--- src/common/arb_defines.svh ---
// arbiter default parameters

`ifndef ARB_DEFINES_SVH
`define ARB_DEFINES_SVH

//////////////////////////////////////////////////////////////////////
// requester count
//////////////////////////////////////////////////////////////////////

// number of request lines seen by the top level
`define ARB_WIDTH 8

//////////////////////////////////////////////////////////////////////
// converter implementation
//////////////////////////////////////////////////////////////////////

// one of thr_pkg::THR_LOOP, thr_pkg::THR_VECTOR, thr_pkg::THR_ADDER
// the adder form is usually the smallest on FPGA carry chains
`define ARB_THR_IMPL thr_pkg::THR_ADDER

`endif

--- src/common/arb_pkg.sv ---
// arbitration opcode type

`default_nettype none

package arb_pkg;

    // carried with every request strobe
    typedef enum logic
    {
        ARB_FIXED       = 1'b0,  // lowest index wins
        ARB_ROUND_ROBIN = 1'b1   // first index above last winner
    } arb_mode_e;

    // note that only round robin grants move the pointer,
    // fixed grants leave the rotation where it was

endpackage : arb_pkg

`default_nettype wire

--- src/common/thr_pkg.sv ---
// thermometer converter types

`default_nettype none

package thr_pkg;

    // how the prefix OR is built
    typedef enum logic [1:0]
    {
        THR_LOOP   = 2'd0,  // ripple OR chain
        THR_VECTOR = 2'd1,  // log-step shifted OR
        THR_ADDER  = 2'd2   // two's complement trick
    } thr_impl_e;

    // which end of the vector has priority
    typedef enum logic
    {
        THR_LSB = 1'b0,  // fill upward from lowest set bit
        THR_MSB = 1'b1   // fill downward from highest set bit
    } thr_dir_e;

endpackage : thr_pkg

`default_nettype wire

--- src/arbiter/rr_arbiter.sv ---
// round-robin and fixed priority selection

`timescale 1ns/1ps
`default_nettype none

module rr_arbiter
    import thr_pkg::*;
    import arb_pkg::*;
#(
    parameter int unsigned WIDTH          = 8,
    parameter thr_impl_e   IMPLEMENTATION = THR_ADDER,
    localparam int unsigned IDW           = (WIDTH > 1) ? $clog2(WIDTH) : 1
)(
    input  logic [WIDTH-1:0] req,      // request vector
    input  arb_mode_e        mode,     // fixed or round robin
    input  logic [IDW-1:0]   last_id,  // last round-robin winner
    output logic [WIDTH-1:0] gnt,      // one-hot grant
    output logic [IDW-1:0]   gnt_id,   // index of the grant
    output logic             found     // some request present
);

    //////////////////////////////////////////////////////////////////////
    // mask of indices above the last winner
    //////////////////////////////////////////////////////////////////////

    logic [WIDTH-1:0] last_oh;   // one-hot of last winner
    logic [WIDTH-1:0] above_oh;  // one position higher
    logic [WIDTH-1:0] mask;      // all positions strictly above
    logic             mask_vld;  // zero when winner was the top index

    assign last_oh  = WIDTH'(1) << last_id;
    assign above_oh = last_oh << 1;  // top winner shifts out, mask empty

    pry2thr #(
        .WIDTH          (WIDTH),
        .DIRECTION      (THR_LSB),
        .IMPLEMENTATION (IMPLEMENTATION)
    ) u_mask_thr (
        .pry (above_oh),
        .thr (mask),
        .vld (mask_vld)
    );

    //////////////////////////////////////////////////////////////////////
    // masked and unmasked request thermometers
    //////////////////////////////////////////////////////////////////////

    logic [WIDTH-1:0] req_msk;  // requests above the last winner
    logic [WIDTH-1:0] msk_thr;
    logic             msk_vld;
    logic [WIDTH-1:0] req_thr;
    logic             req_vld;

    assign req_msk = req & mask;

    pry2thr #(
        .WIDTH          (WIDTH),
        .DIRECTION      (THR_LSB),
        .IMPLEMENTATION (IMPLEMENTATION)
    ) u_msk_thr (
        .pry (req_msk),
        .thr (msk_thr),
        .vld (msk_vld)
    );

    // full request set, used for fixed mode and for wrap-around
    pry2thr #(
        .WIDTH          (WIDTH),
        .DIRECTION      (THR_LSB),
        .IMPLEMENTATION (IMPLEMENTATION)
    ) u_req_thr (
        .pry (req),
        .thr (req_thr),
        .vld (req_vld)
    );

    //////////////////////////////////////////////////////////////////////
    // selection
    //////////////////////////////////////////////////////////////////////

    logic             use_msk;  // take the masked thermometer
    logic [WIDTH-1:0] sel_thr;

    // fixed mode never looks at the mask
    assign use_msk = (mode == ARB_ROUND_ROBIN) && mask_vld && msk_vld;
    assign sel_thr = use_msk ? msk_thr : req_thr;

    // rising edge of the thermometer is the lowest set request
    assign gnt   = sel_thr & ~(sel_thr << 1);
    assign found = req_vld;

    //////////////////////////////////////////////////////////////////////
    // one-hot to index
    //////////////////////////////////////////////////////////////////////

    // OR of indices of set bits, exact for a one-hot input
    always_comb
    begin
        gnt_id = '0;
        for (int i = 0; i < WIDTH; i++)
        begin
            if (gnt[i])
            begin
                gnt_id = gnt_id | IDW'(i);
            end
        end
    end

endmodule : rr_arbiter

`default_nettype wire

--- src/logic/arb_top.sv ---
// arbiter top level

`timescale 1ns/1ps
`default_nettype none

`include "arb_defines.svh"

module arb_top
    import thr_pkg::*;
    import arb_pkg::*;
#(
    parameter int unsigned WIDTH          = `ARB_WIDTH,
    parameter thr_impl_e   IMPLEMENTATION = `ARB_THR_IMPL,
    localparam int unsigned IDW           = (WIDTH > 1) ? $clog2(WIDTH) : 1
)(
    input  wire logic             clk,
    input  wire logic             rst_n,    // sync, active low
    input  wire logic             req_stb,  // one-cycle request strobe
    input  wire logic [WIDTH-1:0] req,
    input  wire arb_mode_e        mode,
    output logic                  gnt_stb,  // one cycle after req_stb
    output logic      [WIDTH-1:0] gnt,      // one-hot
    output logic      [IDW-1:0]   gnt_id,
    output logic                  gnt_vld   // low when nothing requested
);

    //////////////////////////////////////////////////////////////////////
    // selection logic
    //////////////////////////////////////////////////////////////////////

    logic [IDW-1:0]   last_id;  // round-robin pointer
    logic [WIDTH-1:0] nxt_gnt;
    logic [IDW-1:0]   nxt_id;
    logic             nxt_found;

    rr_arbiter #(
        .WIDTH          (WIDTH),
        .IMPLEMENTATION (IMPLEMENTATION)
    ) u_arbiter (
        .req     (req),
        .mode    (mode),
        .last_id (last_id),
        .gnt     (nxt_gnt),
        .gnt_id  (nxt_id),
        .found   (nxt_found)
    );

    //////////////////////////////////////////////////////////////////////
    // grant registers and pointer
    //////////////////////////////////////////////////////////////////////

    always_ff @(posedge clk)
    begin
        if (!rst_n)
        begin
            gnt_stb <= 1'b0;
            gnt     <= '0;
            gnt_id  <= '0;
            gnt_vld <= 1'b0;
            last_id <= IDW'(WIDTH - 1);  // first rr grant starts at index 0
        end
        else
        begin
            gnt_stb <= req_stb;  // every strobe gets an answer
            if (req_stb)
            begin
                gnt     <= nxt_gnt;    // zero when no request
                gnt_id  <= nxt_id;
                gnt_vld <= nxt_found;
                // fixed grants leave the rotation alone
                if ((mode == ARB_ROUND_ROBIN) && nxt_found)
                begin
                    last_id <= nxt_id;
                end
            end
        end
    end

endmodule : arb_top

`default_nettype wire

--- src/logic/pry2thr.sv ---
// priority to thermometer converter

`timescale 1ns/1ps
`default_nettype none

module pry2thr
    import thr_pkg::*;
#(
    parameter int unsigned WIDTH          = 8,
    parameter thr_dir_e    DIRECTION      = THR_LSB,
    parameter thr_impl_e   IMPLEMENTATION = THR_LOOP
)(
    input  logic [WIDTH-1:0] pry,  // priority vector
    output logic [WIDTH-1:0] thr,  // thermometer code
    output logic             vld   // any bit set
);

    //////////////////////////////////////////////////////////////////////
    // thermometer generation
    //////////////////////////////////////////////////////////////////////

    generate
        case (IMPLEMENTATION)
            THR_LOOP:
            begin : g_loop
                case (DIRECTION)
                    THR_LSB:
                    begin : g_lsb
                        always_comb
                        begin
                            logic run;
                            run = 1'b0;
                            for (int i = 0; i < WIDTH; i++)
                            begin
                                run    = run | pry[i];  // one OR per stage
                                thr[i] = run;
                            end
                        end
                    end
                    THR_MSB:
                    begin : g_msb
                        always_comb
                        begin
                            logic run;
                            run = 1'b0;
                            for (int i = WIDTH - 1; i >= 0; i--)
                            begin
                                run    = run | pry[i];
                                thr[i] = run;
                            end
                        end
                    end
                    default:
                        $fatal(1, "pry2thr: unsupported DIRECTION value");
                endcase
            end
            THR_VECTOR:
            begin : g_vector
                // doubling span each step, log2(WIDTH) levels deep
                case (DIRECTION)
                    THR_LSB:
                    begin : g_lsb
                        always_comb
                        begin
                            thr = pry;
                            for (int s = 1; s < WIDTH; s = s * 2)
                            begin
                                thr = thr | (thr << s);
                            end
                        end
                    end
                    THR_MSB:
                    begin : g_msb
                        always_comb
                        begin
                            thr = pry;
                            for (int s = 1; s < WIDTH; s = s * 2)
                            begin
                                thr = thr | (thr >> s);
                            end
                        end
                    end
                    default:
                        $fatal(1, "pry2thr: unsupported DIRECTION value");
                endcase
            end
            THR_ADDER:
            begin : g_adder
                logic [WIDTH-1:0] pry_lsb;  // input in LSB order
                logic [WIDTH-1:0] thr_lsb;  // result in LSB order

                // x | -x keeps the lowest set bit and everything above it
                assign thr_lsb = pry_lsb | (~pry_lsb + WIDTH'(1));

                case (DIRECTION)
                    THR_LSB:
                    begin : g_lsb
                        assign pry_lsb = pry;
                        assign thr     = thr_lsb;
                    end
                    THR_MSB:
                    begin : g_msb
                        // mirror in, mirror out
                        for (genvar i = 0; i < WIDTH; i++)
                        begin : g_rev
                            assign pry_lsb[i] = pry[WIDTH-1-i];
                            assign thr[i]     = thr_lsb[WIDTH-1-i];
                        end
                    end
                    default:
                        $fatal(1, "pry2thr: unsupported DIRECTION value");
                endcase
            end
            default:
                $fatal(1, "pry2thr: unsupported IMPLEMENTATION value");
        endcase
    endgenerate

    // far end of the thermometer is set only if some input bit was
    assign vld = (DIRECTION == THR_LSB) ? thr[WIDTH-1] : thr[0];

endmodule : pry2thr

`default_nettype wire

--- config.mk ---
export PLATFORM = sky130hd
export DESIGN_NAME = arb_top
export DESIGN_NICKNAME = d
export VERILOG_FILES = /design/src/common/arb_pkg.sv /design/src/common/thr_pkg.sv /design/src/arbiter/rr_arbiter.sv /design/src/logic/arb_top.sv /design/src/logic/pry2thr.sv
export VERILOG_INCLUDE_DIRS = /design/src /design/src/common
export SDC_FILE = /design/constraint.sdc
export NUM_CORES = 1
export LEC_CHECK = 0
export BUFFER_PORTS_ARGS = -buffer_cell sky130_fd_sc_hd__buf_2
export CAP_MARGIN = 0
export CORE_MARGIN = 2
export CORE_UTILIZATION = 51
export DETAILED_ROUTE_END_ITERATION = 8
export PLACE_DENSITY_LB_ADDON = 0.15
export REMOVE_ABC_BUFFERS = 1
export SYNTH_ARGS = -nofsm -noshare
export SYNTH_HDL_FRONTEND = slang
export SYNTH_SLANG_ARGS = --single-unit
--- constraint.sdc ---
create_clock -name clk -period 2.3 [get_ports clk]
set_clock_uncertainty 0.15 [all_clocks]
set_input_delay 0.46 -clock clk [delete_from_list [all_inputs] [get_ports clk]]
set_output_delay 0.46 -clock clk [all_outputs]
set_load 0.05 [all_outputs]
# Word-level counts from Yosys, hierarchy flattened
# Index checks and enable logic that the tools add are counted.
# W data, S select, Z words.
# word_totals
word_cells,30
ff_bits,16
# op_classes
n_reduce_logical,4
muxes,8
addsub,3
shift,1
n_bitwise,9
# ops
operator,count
$not A8 Y8,4
$add A8 B1 Y8 const B,3
$or A8 B8 Y8,3
$and A8 B8 Y8,2
$mux W3,4
$mux W8,1
$shl A1 B3 Y7 const A,1
$mux W2,2
$logic_and A1 B1 Y1,3
$reduce_and A2 Y1,1
$mux W1,1

# Logic depth before layout (Yosys ltp)
# Gate-level depths: netlist of run 1.
# depth
ltp_word,19
mapped_depth,7
depth_no_buf,6

# Cells and area by module
# Synthesis of run 1 repeated with hierarchy kept, for this count alone.
# unflattened
cells_unflattened,144
hier_area_um2,1277.5
# by_module_without_submodules
mod,instances,area_each_um2,cells_per_inst,seq_area_each_um2
arb_top,1,638.1,54,320.3
rr_arbiter,1,387.9,54,0.0
pry2thr,3,83.8,12,0.0

# Worst setup path before layout of run 1
# No wires, ideal clock.
# synth_timing
kind,input port to flip-flop
start,input port req[3]
end,register last_id[2]
setup_slack_ns,0.333
path_buffers,0
arrival_ns,1.687
cell_stages,6
required_ns,2.020
path_cell_list,or4_4 nor3_4 nand2_1 and3_4 nor3_1 a31oi_1
# synth_via
elab_chain_cells,12
# synth_lines
element,line,text
"start, declared",arb_top.sv:19,"input wire logic [WIDTH-1:0] req,"
$and A8 B8 Y8,rr_arbiter.sv:54,assign req_msk = req & mask;
$not A8 Y8,pry2thr.sv:93,assign thr_lsb = pry_lsb | (~pry_lsb + WIDTH'(1));
$add A8 B1 Y8,pry2thr.sv:93,
$or A8 B8 Y8,pry2thr.sv:93,
$logic_and A1 B1 Y1,rr_arbiter.sv:85,assign use_msk = (mode == ARB_ROUND_ROBIN) && mask_vld && msk_vld;
$mux W8,rr_arbiter.sv:86,assign sel_thr = use_msk ? msk_thr : req_thr;
$not A8 Y8,rr_arbiter.sv:89,assign gnt = sel_thr & ~(sel_thr << 1);
$and A8 B8 Y8,rr_arbiter.sv:89,
$mux W3 (4 in series),rr_arbiter.sv:102,if (gnt[i])
"end signal, assigned",arb_top.sv:60,last_id <= IDW'(WIDTH - 1);
"end signal, assigned",arb_top.sv:73,last_id <= nxt_id;
"end, declared",arb_top.sv:31,logic [IDW-1:0] last_id;
# Several ways; a longest one is shown, not always the timed one.
# A chain may end at the register's enable or synchronous reset.

# Worst setup path after layout of run 1
# layout_timing
start,register last_id[1]
end,register last_id[2]
# layout_via
elab_chain_cells,16
# layout_lines
element,line,text
$shl A1 B3 Y7 *,rr_arbiter.sv:31,assign last_oh = WIDTH'(1) << last_id;
$not A8 Y8,pry2thr.sv:93,
$add A8 B1 Y8,pry2thr.sv:93,
$or A8 B8 Y8 *,pry2thr.sv:93,
$and A8 B8 Y8,rr_arbiter.sv:54,
$not A8 Y8,pry2thr.sv:93,
$add A8 B1 Y8,pry2thr.sv:93,
$or A8 B8 Y8,pry2thr.sv:93,
$logic_and A1 B1 Y1,rr_arbiter.sv:85,
$mux W8 *,rr_arbiter.sv:86,
$not A8 Y8,rr_arbiter.sv:89,
$and A8 B8 Y8 *,rr_arbiter.sv:89,
$mux W3 (3 in series),rr_arbiter.sv:102,
$mux W3 *,rr_arbiter.sv:102,
# Mark *: on every way between the ends. The rest lies on a longest branch, timed or not.

==> results.sh, run 1 <==
export IMPL_outcome="finished clean"
export IMPL_rsz0062_at_grt="no"
export IMPL_cells_after_synth=119
export IMPL_gpl_final_weighted_congestion=0.887
export IMPL_cp_slowest_cell="sky130_fd_sc_hd__dfxtp_1"
export IMPL_cts_buffer_count=3
export IMPL_grt_max_degree=19
export IMPL_cts_max_level=1
export IMPL_asyncSetResetFlopFracSynth=0
export IMPL_route_detailed_wl_per_inst_um=13.0
export IMPL_initial_core_utilization=0.545
export IMPL_yosysWarnings=0
export IMPL_insertedDiodeCount=0
export IMPL_power_density_nw_per_um2=606
export IMPL_worst_pin_slew_ns=0.379
export IMPL_grt_pass1_vias=838
export IMPL_end_kind="flip-flop"
export IMPL_fillerInstances=166
export IMPL_buffer_ports_inserted=24
export IMPL_worst_hold_slack_ns=0.304
export IMPL_synthTopCellsByCount="sky130_fd_sc_hd__nor2_1 (20), sky130_fd_sc_hd__dfxtp_1 (16), sky130_fd_sc_hd__nand2_1 (10)"
export IMPL_syn_area_um2=941
export IMPL_tritoncts="built"
export IMPL_timing_critical_path_cells="nor2b_1 > o21ai_1 > a31oi_4 > mux2i_1 > nor3b_1 > a31oi_1"
export IMPL_die_area_um2=2200
export IMPL_grtUsageTotal=0.236
export IMPL_dp_hpwl_um=1650
export IMPL_core_area_um2=1730
export IMPL_layout_worst_path_cycle_share=0.897
export IMPL_globalRoute_totalOverflow=0
export IMPL_hold_crit_depth=2
export IMPL_dpl_cell_count=165
export IMPL_yosys_area_top_type="sky130_fd_sc_hd__dfxtp_1"
export IMPL_synthToLayoutAreaGrowth_pct=19.8
export IMPL_ant_nets=0
export IMPL_fin_crit_ns=2.06
export IMPL_clk_path_buf_depth=2
export IMPL_drt_pre_antenna_iters=4
export IMPL_register_bit_total_from_synthesis=16
export IMPL_via_count=950
export IMPL_p_leak_uw=0.000461
export IMPL_final_hold_violation_count=0
export IMPL_wire_length_of_the_first_global_routing_pass_um=3680
export IMPL_wirelength_um=2210
export IMPL_timing_setup_critical_path_class="reg -> reg"
export IMPL_route_detailed_vias_per_inst=5.62
export IMPL_cp_required_ns=2.32
export IMPL_max_cap_violations=0
export IMPL_antenna_found_initial=0
export IMPL_yosys_top_cell_area_share=0.340
export IMPL_drive_gt1_frac=0.299
export IMPL_clk_latency_ns=0.29
export IMPL_initialDrtViolationCount=30
export IMPL_hold_class="in -> reg"
export IMPL_startpoint_type="flip-flop"
export IMPL_final_nets=157
export IMPL_cts_root_buffer_cell="sky130_fd_sc_hd__clkbuf_4"
export IMPL_cp_slowest_stage_delay_ns=0.54
export IMPL_maximum_vdd_drop_v=0.000400
export IMPL_final_setup_tns_ns=0
export IMPL_dominantRegCellSynth="sky130_fd_sc_hd__dfxtp_1"
export IMPL_final_setup_viol_count=0
export IMPL_timing_critical_path_fanout_max=10
export IMPL_final_total_power_uw=683
export IMPL_utilization=0.653
export IMPL_clock_fmax_ghz=0.485
export IMPL_route_detailed_drc=0
export IMPL_cts_clk_slew_worst_paths_ns=0.09
export IMPL_die_y_um=47.0
export IMPL_synth_edff_count=0
export IMPL_synth_most_common_cell="sky130_fd_sc_hd__nor2_1"
export IMPL_final_max_slew_viol_count=0
export IMPL_row_count=15
export IMPL_netlist_cell_type_count=39
export IMPL_max_slew_margin_rel=0.747
export IMPL_synth_area_top_cells="sky130_fd_sc_hd__dfxtp_1 (34%), sky130_fd_sc_hd__nor2_1 (8.0%), sky130_fd_sc_hd__nand2_1 (4.0%), sky130_fd_sc_hd__a21oi_1 (3.7%), sky130_fd_sc_hd__nor3_1 (3.7%)"
export IMPL_cell_count_final_fillers_out=169
export IMPL_synth_sequential_area_ratio=0.340
export IMPL_r2r_cells=6
export IMPL_timing_critical_path_arrival_ns=2.09
export IMPL_die_w_um=47.0
export IMPL_clock_sinks=16
export IMPL_syn_mean_instance_area_um2=7.91
export IMPL_ios=25
registers in the layout, summed over array words and instances (netlist names):
| name | flops |
|---|---|
| gnt | 8 |
| gnt_vld | 1 |
| last_id | 3 |
| gnt_id | 3 |
| gnt_stb | 1 |
cells by family after synthesis:
| family | Yosys count | synth area share |
|---|---|---|
| and+or+nand+nor | 58 | 0.324 |
| AOI/OAI and AO/OA | 33 | 0.265 |
| DFF | 16 | 0.340 |
| buffers and inverters | 9 | 0.0386 |
| muxes | 3 | 0.0319 |
worst max-delay path: cells and delay by family (launching register included):
family | cells | cell delay, ns
multiplexers | 1 | 0.22
AND/OR/NAND/NOR | 2 | 0.40
AO/OA/AOI/OAI | 3 | 0.63
flip-flops | 1 | 0.54
report_power, final:
group / switching (uW) / internal [uW]
clock: 91.7 / 96.5
combinational: 124 / 59.9
sequential: 16.5 / 294
total: 232 / 451
cell usage in the layout, fill, tap and decap left out, types with 2 or more instances in the layout:
cell type                   n
sky130_fd_sc_hd__clkbuf_4   3
sky130_fd_sc_hd__o21ai_0    5
sky130_fd_sc_hd__a31oi_1    3
sky130_fd_sc_hd__buf_2     24
sky130_fd_sc_hd__inv_1      4
sky130_fd_sc_hd__nand3_1    6
sky130_fd_sc_hd__o21ai_1    4
sky130_fd_sc_hd__buf_4      2
sky130_fd_sc_hd__dfxtp_1   16
sky130_fd_sc_hd__nand3b_1   3
sky130_fd_sc_hd__nor2b_1    2
sky130_fd_sc_hd__nor3_1     7
sky130_fd_sc_hd__mux2i_1    3
sky130_fd_sc_hd__nor2_1    20
sky130_fd_sc_hd__a21oi_1    7
sky130_fd_sc_hd__nand2_1   10
metrics by stage:
| step | setup WS (ns) | cell area [um^2] |
|---|---|---|
| after global placement | 0.0463 | 1090 |
| after CTS | 0.182 | 1120 |
| after detailed placement | 0.00814 | 1090 |
| final | 0.237 | 1130 |
| after global routing | 0.0445 | 1130 |
| after floorplan | 0.333 | 920 |
final timing paths:
| path | from | to | slack (ns) |
|---|---|---|---|
| worst max-delay path | last_id[1] | last_id[2] | 0.24 |
| worst min-delay path | rst_n | last_id[1] | 0.30 |
| worst max register to register | last_id[1] | last_id[2] | 0.24 |
| worst min register to register | gnt[1] | gnt[1] | 0.32 |
per-layer routing:
metal	up-vias	global-route usage	share of wire
met5	-	0	0
met3	2	0.0692	0.060
li1	484	-	-
met4	0	0.0667	0.0054
met2	31	0.370	0.46
met1	433	0.318	0.47
cell type report:
cell class | count | area (um^2) | share of cell area
Clock buffer | 4 | 36.3 | 0.0322
Tap cell | 25 | 31.3 | 0.0277
Timing Repair Buffer | 26 | 135 | 0.120
Sequential cell | 16 | 320 | 0.284
Multi-Input combinational cell | 94 | 589 | 0.523
Inverter | 4 | 15.0 | 0.0133
timing repair:
action / 4_1_cts / 5_1_grt
hold endpoints to repair: 0 / 0
setup buffers: 0 / 0
gates resized for setup: 0 / 1
endpoints found under the setup margin: 0 / 1
hold buffers: 0 / 0
Power figures use the tool's default switching activity.
==> run 2, diff against run 1 <==
--- a/config.mk
+++ b/config.mk
@@ -11,7 +11,7 @@
 export CORE_MARGIN = 2
 export CORE_UTILIZATION = 51
 export DETAILED_ROUTE_END_ITERATION = 8
-export PLACE_DENSITY_LB_ADDON = 0.15
+export PLACE_DENSITY = 0.78
 export REMOVE_ABC_BUFFERS = 1
 export SYNTH_ARGS = -nofsm -noshare
 export SYNTH_HDL_FRONTEND = slang
==> run 2 against run 1 <==
  * Via count increased by 1.2%
  * Sequential share of layout area is the same
  * Critical path type unchanged
  * Final area stayed put
  * Count of clock-buffer cells in the layout stayed put
  * Cell count did not move
  * Sequential power about the same
  * Highest routed layer unchanged
  * Power is 0.49% higher
  * Maximum frequency is 2.7% lower
  * Wire length is 0.68% lower
  * Non-clock buffer count did not move
  * Register-to-register slack lost 0.06 ns
==> results.sh, run 2 (synthesis gave the netlist of run 1 again) <==
export IMPL_clk_latency_ns=0.30
export IMPL_startpoint_type="flip-flop"
export IMPL_clock_sinks=16
export IMPL_max_cap_violations=0
export IMPL_cts_buffer_count=3
export IMPL_clock_fmax_ghz=0.471
export IMPL_ant_nets=0
export IMPL_end_kind="flip-flop"
export IMPL_initialDrtViolationCount=18
export IMPL_tritoncts="built"
export IMPL_hold_class="in -> reg"
export IMPL_outcome="finished clean"
export IMPL_initial_core_utilization=0.545
export IMPL_drt_pre_antenna_iters=4
export IMPL_grtUsageTotal=0.239
export IMPL_timing_setup_critical_path_class="reg -> reg"
export IMPL_via_count=961
export IMPL_route_detailed_wl_per_inst_um=13.0
export IMPL_gpl_final_weighted_congestion=0.918
export IMPL_final_setup_viol_count=0
export IMPL_mostFrequentLayoutCell="sky130_fd_sc_hd__buf_2"
export IMPL_dp_hpwl_um=1660
export IMPL_cp_required_ns=2.32
export IMPL_die_area_um2=2200
export IMPL_fillerInstances=166
export IMPL_wire_length_of_the_first_global_routing_pass_um=3720
export IMPL_p_leak_uw=0.000461
export IMPL_hold_buffers=0
export IMPL_final_setup_tns_ns=0
export IMPL_grt_pass1_vias=870
export IMPL_cp_slowest_cell="sky130_fd_sc_hd__dfxtp_1"
export IMPL_fin_crit_ns=2.12
export IMPL_final_nets=157
export IMPL_final_max_slew_viol_count=0
export IMPL_final_cell_mix="sky130_fd_sc_hd__buf_2 (24), sky130_fd_sc_hd__nor2_1 (20), sky130_fd_sc_hd__dfxtp_1 (16)"
export IMPL_core_area_um2=1730
export IMPL_clk_path_buf_depth=2
export IMPL_timing_critical_path_fanout_max=10
export IMPL_cts_resized=0
export IMPL_layout_worst_path_cycle_share=0.922
export IMPL_maximum_vdd_drop_v=0.000559
export IMPL_rsz0062_at_grt="no"
export IMPL_cp_slowest_stage_delay_ns=0.54
export IMPL_final_total_power_uw=686
export IMPL_cts_clk_slew_worst_paths_ns=0.10
export IMPL_cts_max_level=1
export IMPL_grt_max_degree=19
export IMPL_route_detailed_drc=0
export IMPL_route_detailed_vias_per_inst=5.69
export IMPL_worst_hold_slack_ns=0.283
export IMPL_largest_register="gnt"
export IMPL_globalRoute_totalOverflow=0
export IMPL_timing_critical_path_cells="nor2b_1 > o21ai_1 > a31oi_4 > mux2i_1 > nor3b_1 > a31oi_1"
export IMPL_max_slew_margin_rel=0.730
export IMPL_wirelength_um=2190
export IMPL_cts_root_buffer_cell="sky130_fd_sc_hd__clkbuf_4"
export IMPL_rrSetupSlack_ns=0.18
export IMPL_timing_critical_path_arrival_ns=2.15
export IMPL_ios=25
export IMPL_worst_pin_slew_ns=0.402
export IMPL_drive_gt1_frac=0.299
export IMPL_final_hold_violation_count=0
export IMPL_synthToLayoutAreaGrowth_pct=19.8
export IMPL_antenna_found_initial=0
export IMPL_post_cts_repair_timing_setup_buffer_count=0
export IMPL_die_w_um=47.0
export IMPL_buffer_ports_inserted=24
export IMPL_die_y_um=47.0
export IMPL_power_density_nw_per_um2=609
export IMPL_insertedDiodeCount=0
export IMPL_top_regs="gnt (8), gnt_id (3), last_id (3)"
export IMPL_row_count=15
export IMPL_largest_register_ffs=8
==> run 2: final cells by class <==
type                    count  area, um^2  area share
well taps                  25        31.3      0.0277
multi-input cells          94         589       0.523
flip-flops and latches     16         320       0.284
inverters                   4        15.0      0.0133
clock buffers               4        36.3      0.0322
repair buffers             26         135       0.120
==> run 2: critical path, delay by kind of cell (launching register included) <==
| kind | cells | cell delay [ns] |
|---|---|---|
| AOI/OAI and AO/OA | 3 | 0.67 |
| DFF | 1 | 0.54 |
| and+or+nand+nor | 2 | 0.40 |
| muxes | 1 | 0.23 |
==> run 2: stage by stage <==
stage | cell area [um^2] | util | setup slack, ns | cells
floorplan | 920 | - | 0.333 | 114
global placement | 1090 | 0.629 | 0.0535 | 165
detailed placement | 1090 | 0.629 | -0.00421 | 165
CTS | 1120 | 0.650 | 0.159 | 169
global route | 1130 | 0.653 | 0.0743 | 169
finish | 1130 | 0.653 | 0.179 | 169
==> run 2: per-layer routing <==
metal / global-route usage / up-vias / wire length (um)
met1: 0.315 / 437 / 991
met3: 0.0654 / 6 / 147
li1: - / 481 / -
met4: 0.0833 / 0 / 47
met2: 0.375 / 37 / 1000
met5: 0 / - / 0
==> run 2: report_power, final <==
part | leakage, uW | internal [uW] | switching, uW
registers | 0.000132 | 294 | 16.2
clock network | 0.0000210 | 96.6 | 95.3
logic | 0.000309 | 59.9 | 124
==> run 2: path summary, 6_finish.rpt <==
kind | startpoint | endpoint | cells after the start
hold reg to reg | gnt[1] | gnt[1] | 2
hold / removal | rst_n | last_id[1] | 2
setup reg to reg | last_id[1] | last_id[2] | 6
setup / recovery | last_id[1] | last_id[2] | 6
